$ cat config.mk
export PLATFORM = sky130hd
export DESIGN_NAME = rv_core
export DESIGN_NICKNAME = d
export VERILOG_FILES = /design/src/rv_core_pkg.sv /design/src/rv_core.sv /design/src/rv_retire.sv /design/src/rv_execute.sv /design/src/rv_regfile.sv /design/src/rv_fetch.sv
export VERILOG_INCLUDE_DIRS = /design/src
export SDC_FILE = /design/constraint.sdc
export NUM_CORES = 2
export LEC_CHECK = 0
export BUFFER_PORTS_ARGS = -buffer_cell sky130_fd_sc_hd__buf_2
export CORE_MARGIN = 2
export CORE_UTILIZATION = 30
export DETAILED_ROUTE_END_ITERATION = 16
export PLACE_DENSITY_LB_ADDON = 0.2
export SLEW_MARGIN = 20
export SYNTH_ARGS = -nofsm -noshare
export SYNTH_HDL_FRONTEND = slang
export SYNTH_HIERARCHICAL = 1
export SYNTH_SLANG_ARGS = --single-unit
$ cat constraint.sdc
create_clock -name clk_i -period 4.8 [get_ports clk_i]
set_clock_uncertainty 0.15 [all_clocks]
set_input_delay 0.72 -clock clk_i [delete_from_list [all_inputs] [get_ports clk_i]]
set_output_delay 0.72 -clock clk_i [all_outputs]
set_load 0.02 [all_outputs]
$ cat src/rv_core_macros.svh
// Core-wide constants; only RV32 with 32 registers and the OP/OP-IMM opcode groups are covered
`ifndef RV_CORE_MACROS_SVH
`define RV_CORE_MACROS_SVH

//////////////////////////////////////////////////////////////////////
//
// Datapath sizes
//
`define RV_XLEN      32             // Data and address width
`define RV_NREGS     32             // Integer registers, x0 included
`define RV_REG_AW    5              // Register index width

//////////////////////////////////////////////////////////////////////
//
// Reset vector
//
`define RV_PC_INIT   32'h0000_0200  // First fetch address

//////////////////////////////////////////////////////////////////////
//
// Major opcodes
//
// Register-register and register-immediate integer groups
`define RV_OPC_OP    7'b0110011
`define RV_OPC_OPIMM 7'b0010011

`endif
$ cat src/rv_core_pkg.sv
// Core types; the item structs assume RV_XLEN of 32 and 32-bit uncompressed instructions
`include "rv_core_macros.svh"

package rv_core_pkg;

  //////////////////////////////////////////////////////////////////////
  //
  // Instruction formats
  //

  // Register-register layout
  typedef struct packed {
    logic [6:0]            funct7;
    logic [`RV_REG_AW-1:0] rs2;
    logic [`RV_REG_AW-1:0] rs1;
    logic [2:0]            funct3;
    logic [`RV_REG_AW-1:0] rd;
    logic [6:0]            opcode;
  } r_type_t;

  // Register-immediate layout
  typedef struct packed {
    logic [11:0]           imm12;   // Sign extended in execute
    logic [`RV_REG_AW-1:0] rs1;
    logic [2:0]            funct3;
    logic [`RV_REG_AW-1:0] rd;
    logic [6:0]            opcode;
  } i_type_t;

  // One word, two views; opcode picks which one is meaningful
  typedef union packed {
    r_type_t r;
    i_type_t i;
  } insn_u;

  //////////////////////////////////////////////////////////////////////
  //
  // ALU operations
  //
  typedef enum logic [2:0] {
    ALU_ADD,
    ALU_SUB,
    ALU_SLT,
    ALU_XOR,
    ALU_OR,
    ALU_AND,
    ALU_NONE              // Unsupported encoding
  } alu_op_e;

  //////////////////////////////////////////////////////////////////////
  //
  // Stage-to-stage items
  //
  typedef struct packed {
    logic [`RV_XLEN-1:0] pc;
    insn_u               insn;
  } fetch_item_t;

  typedef struct packed {
    logic [`RV_XLEN-1:0]   pc;
    logic [`RV_REG_AW-1:0] rd;
    logic [`RV_XLEN-1:0]   result;
    logic                  illegal;  // Set for any encoding outside the ALU subset
  } retire_item_t;

endpackage

$ cat src/rv_core.sv
// Core top; fetch, execute and retire in order with at most three items in flight
`include "rv_core_macros.svh"

module rv_core
  import rv_core_pkg::*;
(
  input  logic                clk_i,
  input  logic                rst_n_i,

  // Instruction port
  output logic                imem_req_o,
  output logic [`RV_XLEN-1:0] imem_adr_o,
  input  logic                imem_ack_i,
  input  logic [`RV_XLEN-1:0] imem_insn_i,

  // Retire port
  output logic                retire_req_o,
  output retire_item_t        retire_o,
  input  logic                retire_ack_i
);

  fetch_item_t           fetch_item;
  logic                  fetch_valid;
  logic                  fetch_ready;
  retire_item_t          ex_item;
  logic                  ex_valid;
  logic                  retire_ready;
  logic [`RV_REG_AW-1:0] rs1;
  logic [`RV_REG_AW-1:0] rs2;
  logic [`RV_XLEN-1:0]   rdata1;
  logic [`RV_XLEN-1:0]   rdata2;
  logic                  rf_we;
  logic [`RV_REG_AW-1:0] rf_rd;
  logic [`RV_XLEN-1:0]   rf_wdata;

  rv_fetch u_fetch (
    .clk_i         ( clk_i        ),
    .rst_n_i       ( rst_n_i      ),
    .imem_req_o    ( imem_req_o   ),
    .imem_adr_o    ( imem_adr_o   ),
    .imem_ack_i    ( imem_ack_i   ),
    .imem_insn_i   ( imem_insn_i  ),
    .fetch_item_o  ( fetch_item   ),
    .fetch_valid_o ( fetch_valid  ),
    .fetch_ready_i ( fetch_ready  ) );

  rv_execute u_execute (
    .clk_i          ( clk_i        ),
    .rst_n_i        ( rst_n_i      ),
    .fetch_item_i   ( fetch_item   ),
    .fetch_valid_i  ( fetch_valid  ),
    .fetch_ready_o  ( fetch_ready  ),
    .rs1_o          ( rs1          ),
    .rs2_o          ( rs2          ),
    .rdata1_i       ( rdata1       ),
    .rdata2_i       ( rdata2       ),
    .rf_we_o        ( rf_we        ),
    .rf_rd_o        ( rf_rd        ),
    .rf_wdata_o     ( rf_wdata     ),
    .retire_item_o  ( ex_item      ),
    .retire_valid_o ( ex_valid     ),
    .retire_ready_i ( retire_ready ) );

  // Written on the same edge that hands the result to retire
  rv_regfile u_regfile (
    .clk_i    ( clk_i    ),
    .rst_n_i  ( rst_n_i  ),
    .rs1_i    ( rs1      ),
    .rs2_i    ( rs2      ),
    .rdata1_o ( rdata1   ),
    .rdata2_o ( rdata2   ),
    .we_i     ( rf_we    ),
    .rd_i     ( rf_rd    ),
    .wdata_i  ( rf_wdata ) );

  rv_retire u_retire (
    .clk_i          ( clk_i        ),
    .rst_n_i        ( rst_n_i      ),
    .retire_item_i  ( ex_item      ),
    .retire_valid_i ( ex_valid     ),
    .retire_ready_o ( retire_ready ),
    .retire_req_o   ( retire_req_o ),
    .retire_o       ( retire_o     ),
    .retire_ack_i   ( retire_ack_i ) );

endmodule

$ cat src/rv_retire.sv
// Retire side; one item at a time, next item only after the four-phase cycle has closed
module rv_retire
  import rv_core_pkg::*;
(
  input  logic         clk_i,
  input  logic         rst_n_i,

  // From execute
  input  retire_item_t retire_item_i,
  input  logic         retire_valid_i,
  output logic         retire_ready_o,

  // Four-phase retire port
  output logic         retire_req_o,
  output retire_item_t retire_o,
  input  logic         retire_ack_i
);

  retire_item_t item_q;
  logic         req_q;
  logic         busy_q;   // Item held until ack is back low
  logic         accept;

  assign accept = retire_valid_i & ~busy_q;

  //////////////////////////////////////////////////////////////////////
  //
  // Handshake control
  //
  always_ff @(posedge clk_i or negedge rst_n_i)
  begin
    if (!rst_n_i)
    begin
      req_q  <= 1'b0;
      busy_q <= 1'b0;
    end
    else if (accept)
    begin
      req_q  <= 1'b1;
      busy_q <= 1'b1;
    end
    else if (req_q && retire_ack_i)
      req_q <= 1'b0;                 // Consumer has it
    else if (busy_q && !req_q && !retire_ack_i)
      busy_q <= 1'b0;                // Cycle closed
  end

  // Payload only
  always_ff @(posedge clk_i)
  begin
    if (accept)
      item_q <= retire_item_i;
  end

  assign retire_ready_o = ~busy_q;
  assign retire_req_o   = req_q;
  assign retire_o       = item_q;   // Stable while req is high

endmodule

$ cat src/rv_execute.sv
// Execute; one item per cycle, ALU subset ADD SUB SLT XOR OR AND plus immediates, no forwarding
`include "rv_core_macros.svh"

module rv_execute
  import rv_core_pkg::*;
(
  input  logic                  clk_i,
  input  logic                  rst_n_i,

  // From fetch
  input  fetch_item_t           fetch_item_i,
  input  logic                  fetch_valid_i,
  output logic                  fetch_ready_o,

  // Register file
  output logic [`RV_REG_AW-1:0] rs1_o,
  output logic [`RV_REG_AW-1:0] rs2_o,
  input  logic [`RV_XLEN-1:0]   rdata1_i,
  input  logic [`RV_XLEN-1:0]   rdata2_i,
  output logic                  rf_we_o,
  output logic [`RV_REG_AW-1:0] rf_rd_o,
  output logic [`RV_XLEN-1:0]   rf_wdata_o,

  // To retire
  output retire_item_t          retire_item_o,
  output logic                  retire_valid_o,
  input  logic                  retire_ready_i
);

  fetch_item_t         item_q;
  logic                valid_q;
  insn_u               insn;
  logic                is_op;
  logic                is_opimm;
  alu_op_e             alu_op;
  logic [`RV_XLEN-1:0] imm_sext;
  logic [`RV_XLEN-1:0] opb;
  logic [`RV_XLEN-1:0] result;
  logic                illegal;

  //////////////////////////////////////////////////////////////////////
  //
  // Item register
  //
  assign fetch_ready_o = ~valid_q | retire_ready_i;  // Hold while retire is busy

  always_ff @(posedge clk_i or negedge rst_n_i)
  begin
    if (!rst_n_i)
      valid_q <= 1'b0;
    else if (fetch_ready_o)
      valid_q <= fetch_valid_i;
  end

  always_ff @(posedge clk_i)
  begin
    if (fetch_ready_o && fetch_valid_i)
      item_q <= fetch_item_i;
  end

  //////////////////////////////////////////////////////////////////////
  //
  // Decode
  //
  assign insn     = item_q.insn;
  assign is_op    = (insn.r.opcode == `RV_OPC_OP);
  assign is_opimm = (insn.i.opcode == `RV_OPC_OPIMM);

  always_comb
  begin
    alu_op = ALU_NONE;
    if (is_opimm || (is_op && insn.r.funct7 == 7'b0000000))
    begin
      case (insn.r.funct3)
        3'b000:  alu_op = ALU_ADD;
        3'b010:  alu_op = ALU_SLT;
        3'b100:  alu_op = ALU_XOR;
        3'b110:  alu_op = ALU_OR;
        3'b111:  alu_op = ALU_AND;
        default: alu_op = ALU_NONE;  // Shifts and SLTU not supported
      endcase
    end
    else if (is_op && insn.r.funct7 == 7'b0100000 && insn.r.funct3 == 3'b000)
      alu_op = ALU_SUB;              // Only funct7 bit 5 user
  end

  assign illegal = (alu_op == ALU_NONE);

  //////////////////////////////////////////////////////////////////////
  //
  // Operands and ALU
  //
  assign rs1_o    = insn.r.rs1;
  assign rs2_o    = insn.r.rs2;
  assign imm_sext = {{(`RV_XLEN-12){insn.i.imm12[11]}}, insn.i.imm12};
  assign opb      = is_op ? rdata2_i : imm_sext;

  always_comb
  begin
    case (alu_op)
      ALU_ADD: result = rdata1_i + opb;
      ALU_SUB: result = rdata1_i - opb;
      ALU_SLT: result = {{(`RV_XLEN-1){1'b0}}, $signed(rdata1_i) < $signed(opb)};
      ALU_XOR: result = rdata1_i ^ opb;
      ALU_OR:  result = rdata1_i | opb;
      ALU_AND: result = rdata1_i & opb;
      default: result = '0;
    endcase
  end

  //////////////////////////////////////////////////////////////////////
  //
  // Outputs
  //

  // Register write lands on the hand-off edge
  assign rf_we_o    = valid_q & retire_ready_i & ~illegal;
  assign rf_rd_o    = insn.r.rd;
  assign rf_wdata_o = result;

  assign retire_item_o.pc      = item_q.pc;
  assign retire_item_o.rd      = insn.r.rd;
  assign retire_item_o.result  = result;
  assign retire_item_o.illegal = illegal;
  assign retire_valid_o        = valid_q;

endmodule

$ cat src/rv_regfile.sv
// Integer register file; reads are combinational, x0 always reads zero, one write per cycle
`include "rv_core_macros.svh"

module rv_regfile
(
  input  logic                  clk_i,
  input  logic                  rst_n_i,

  // Read ports
  input  logic [`RV_REG_AW-1:0] rs1_i,
  input  logic [`RV_REG_AW-1:0] rs2_i,
  output logic [`RV_XLEN-1:0]   rdata1_o,
  output logic [`RV_XLEN-1:0]   rdata2_o,

  // Write port
  input  logic                  we_i,
  input  logic [`RV_REG_AW-1:0] rd_i,
  input  logic [`RV_XLEN-1:0]   wdata_i
);

  logic [`RV_XLEN-1:0] regs [`RV_NREGS];

  //////////////////////////////////////////////////////////////////////
  //
  // Write
  //
  always_ff @(posedge clk_i or negedge rst_n_i)
  begin
    if (!rst_n_i)
    begin
      for (int i = 0; i < `RV_NREGS; i++)
        regs[i] <= '0;
    end
    else if (we_i && rd_i != '0)    // x0 silently dropped
      regs[rd_i] <= wdata_i;
  end

  //////////////////////////////////////////////////////////////////////
  //
  // Read
  //

  // Same-edge writes are visible to the next reader
  assign rdata1_o = regs[rs1_i];
  assign rdata2_o = regs[rs2_i];

endmodule

$ cat src/rv_fetch.sv
// Fetch side; one request in flight on a four-phase port, pc strictly sequential (no branches)
`include "rv_core_macros.svh"

module rv_fetch
  import rv_core_pkg::*;
(
  input  logic                clk_i,
  input  logic                rst_n_i,

  // Four-phase instruction port
  output logic                imem_req_o,
  output logic [`RV_XLEN-1:0] imem_adr_o,
  input  logic                imem_ack_i,
  input  logic [`RV_XLEN-1:0] imem_insn_i,

  // To execute
  output fetch_item_t         fetch_item_o,
  output logic                fetch_valid_o,
  input  logic                fetch_ready_i
);

  logic [`RV_XLEN-1:0] pc_q;
  logic                req_q;
  logic                valid_q;
  fetch_item_t         item_q;
  logic                capture;
  logic                start;

  //////////////////////////////////////////////////////////////////////
  //
  // Handshake control
  //

  // Ack seen while requesting, take the word and drop req
  assign capture = req_q & imem_ack_i;

  // Previous cycle fully closed and room for the next word
  assign start = ~req_q & ~imem_ack_i & (~valid_q | fetch_ready_i);

  always_ff @(posedge clk_i or negedge rst_n_i)
  begin
    if (!rst_n_i)
    begin
      req_q <= 1'b0;
      pc_q  <= `RV_PC_INIT;
    end
    else if (capture)
    begin
      req_q <= 1'b0;
      pc_q  <= pc_q + `RV_XLEN'd4;  // Next sequential word
    end
    else if (start)
      req_q <= 1'b1;
  end

  //////////////////////////////////////////////////////////////////////
  //
  // Item buffer
  //
  always_ff @(posedge clk_i or negedge rst_n_i)
  begin
    if (!rst_n_i)
      valid_q <= 1'b0;
    else if (capture)
      valid_q <= 1'b1;
    else if (fetch_ready_i)
      valid_q <= 1'b0;              // Taken by execute
  end

  // Payload only
  always_ff @(posedge clk_i)
  begin
    if (capture)
    begin
      item_q.pc   <= pc_q;
      item_q.insn <= imem_insn_i;
    end
  end

  assign imem_req_o    = req_q;
  assign imem_adr_o    = pc_q;      // Stable while req is high
  assign fetch_item_o  = item_q;
  assign fetch_valid_o = valid_q;

endmodule

==> results_dict.tcl <==
set metrics [dict create \
    initialDrtViolationCount 3852 \
    fin_nets 6688 \
    vdd_ir_drop_max_mv 0.302 \
    io_pins 140 \
    die-width_um 485 \
    fin_ws_ns -0.580 \
    finalCritPeriodShare_pct 112 \
    finalHoldViolations 0 \
    synthCells 5859 \
    dr.pass1.iters 6 \
    ys_ff_latch 1255 \
    antenna_left 0 \
    antenna_found_initial 10 \
    worst_pin_slew_ns 1.01 \
    grtUsageTotal_pct 21.3 \
    worstPathArrival_ns 5.92 \
    yosysMostFrequentCell "dfrtp_1" \
    period_needed_ns 5.38 \
    placed_area_mm2 0.0795 \
    clk_latency_ns 0.83 \
    avgSynthCellArea_um2 11.9 \
    rows 176 \
    drive_above_1_share_pct 38.6 \
    yosysWarnings 6 \
    portBuffers 137 \
    finalSetupViolCount 762 \
    design_area_mm2 0.0877 \
    grt_setup_unrepaired "true" \
    max_freq_ghz 0.186 \
    violations "negative setup slack" \
    vias 51579 \
    final_util_pct 38.1 \
    post-synth-top-area-cell "dfrtp_1" \
    fin_worst_hold_slack_ns 0.247 \
    overflow 0 \
    cts_sinks 1255 \
    drt-wirelength-per-cell_um 26.5 \
    seq_area_frac_synth_pct 46.6 \
    gp_congestion 0.880 \
    status "finished with violations" \
    area_delta_synth_final_pct 26.2 \
    required_ns 5.34 \
    dp_cells 9296 \
    yosys.area_share.simple_pct 5.76 \
    synth_mux_area_share_pct 31.1 \
    wirelength_um 257000 \
    path_class "reg2reg" \
    final_cells 9704 \
    yosys.area.top_type_share_pct 38.1 \
    viasPerCell 5.32 \
    power_density_mw_per_mm2 426 \
    synth_fa_ha_area_share_pct 1.88 \
    synthTopCellsByCount "dfrtp_1 (1058), mux2i_1 (1027), mux2_2 (965), a21oi_1 (289), nand2_1 (286)" \
    worstPathMaxFanout 7 \
    critPathLaunchType "flip-flop" \
    die_h_um 485 \
    drv_cap 0 \
    grt_max_degree 103 \
    ys_types 98 \
    endpoint_kind "flip-flop" \
    cts_tree "built" \
    htreeDepth 4 \
    drc 0 \
    synth_compound_area_share_pct 9.06 \
    synth_area_leaders "dfrtp_1 (38%), mux2_2 (16%), mux2i_1 (15%)" \
    netlist_area_mm2 0.0695 \
    grt_pass1_vias 52844 \
    hp-class "reg2reg" \
    ys.flop_type "dfrtp_1" \
    root_buffer "clkbuf_16" \
    slew_headroom_pct 33.0 \
    fin_tns_setup_ns -272.74 \
    leakagePower_uw 0.0417 \
    path_clk_slew_ns 0.06 \
    synth_xor_xnor_area_share_pct 0.491 \
    core_mm2 0.230 \
    grt_pass1_wl_um 373000 \
    initial_core_util_pct 30.2 \
    slew_viol_final 0 \
    numCtsBuffers 150 \
    cts.path.max_buffers 3 \
    dieArea_mm2 0.236 \
    synth-async-reset-ratio_pct 84.4 \
    synth_top_family_by_area "multiplexers" \
    synth-edff-count 196 \
    hpwl_um 166000 \
]
==> kinds of logic after synthesis <==
group,Yosys count
AO/OA/AOI/OAI,930
multiplexers,2031
AND/OR/NAND/NOR,813
buffers and inverters,687
adder cells (fa/ha/maj),103
XOR/XNOR,39
other,1
flip-flops,1255
==> final timing paths <==
path | slack, ns | end | startpoint | depth (start not counted)
min in group asynchronous | 0.45 | u_regfile/regs[897] | rst_n_i | 2
setup / recovery | -0.58 | u_regfile/regs[664] | u_execute/insn[21] | 27
hold reg to reg | 0.25 | u_execute/insn[11] | u_fetch/fetch_item_o[11] | 0
hold / removal | 0.25 | u_execute/insn[11] | u_fetch/fetch_item_o[11] | 0
setup reg to reg | -0.58 | u_regfile/regs[664] | u_execute/insn[21] | 27
max in group asynchronous | 2.82 | u_regfile/regs[16] | rst_n_i | 3
==> where the power goes <==
part / internal (uW) / switching (uW)
Sequential: 11400 / 249
Combinational: 5880 / 7920
Clock: 6980 / 4980
==> metrics by stage <==
step	power, uW	setup WS (ns)
after floorplan	17900	-0.0101
final	37400	-0.580
after global routing	39000	-0.759
after CTS	37000	-0.619
after detailed placement	24100	-1.11
after global placement	24100	-1.12
==> registers in the layout (all words and copies together), names as in the netlist <==
register                  count
u_execute/insn               32
u_retire/retire_req_o         1
u_fetch/imem_req_o            1
u_retire/retire_o            70
u_retire/busy_q               1
u_regfile/regs             1024
u_fetch/imem_adr_o           30
u_execute/retire_item_o      32
u_fetch/fetch_valid_o         1
u_fetch/fetch_item_o         62
u_execute/retire_valid_o      1
==> worst max-delay path, stage by stage, from the launching register on <==
cell and delay [ns]:
edfxtp_1 0.41, buf_12 0.18, buf_16 0.16, buf_16 0.17
buf_8 0.14, buf_4 0.13, mux2i_1 0.15, a22o_1 0.17
nor3_2 0.05, a31oi_2 0.20, buf_4 0.17, nand3_4 0.07
buf_4 0.15, a21o_1 0.17, inv_2 0.08, ha_4 0.20
or3_4 0.42, nor3_4 0.18, o21ai_4 0.09, buf_6 0.13
o311ai_4 0.29, buf_6 0.16, a311oi_4 0.09, nand2_1 0.12
a32oi_2 0.12, a211o_4 0.38, clkbuf_16 0.21, mux2_2 0.26
==> cell type report <==
| cell class | count | area [um2] |
|---|---|---|
| Timing Repair Buffer | 1117 | 10800 |
| Clock inverter | 75 | 990 |
| Clock buffer | 205 | 4200 |
| Tap cell | 3026 | 3790 |
| Multi-Input combinational cell | 3920 | 35200 |
| Inverter | 105 | 395 |
| Antenna cell | 1 | 2.50 |
| Sequential cell | 1255 | 32400 |
| Fill cell | 22135 | 142000 |
==> layout by cell type (no fill, tap or decap), types with 129 or more instances in the layout <==
cell and n:
buf_4 733, clkbuf_16 155, buf_12 159, mux2_2 944
a22oi_1 196, nand2_1 265, a22o_1 129, edfxtp_1 196
a21oi_1 274, mux2i_1 1006, dfrtp_1 1058, nand3_1 203
buf_2 136
==> metal layers <==
| layer | up-vias | GRT usage [%] | part of all wire, % |
|---|---|---|---|
| li1 | 22980 | - | - |
| met1 | 26828 | 29.7 | 46 |
| met2 | 1370 | 34.3 | 47 |
| met3 | 401 | 2.80 | 4.4 |
| met4 | 0 | 6.38 | 2.9 |
| met5 | - | 0 | 0 |
==> timing repair <==
| item | in CTS | in global routing |
|---|---|---|
| pin swaps | 40 | 33 |
| endpoints found under the hold margin | 92 | 0 |
| endpoints found under the setup margin | 798 | 859 |
| gates cloned | 8 | 5 |
| hold buffers | 35 | 0 |
| gates resized for setup | 130 | 173 |
| buffers inserted | 35 | 46 |
No activity file was read; power rests on OpenSTA's default activity.
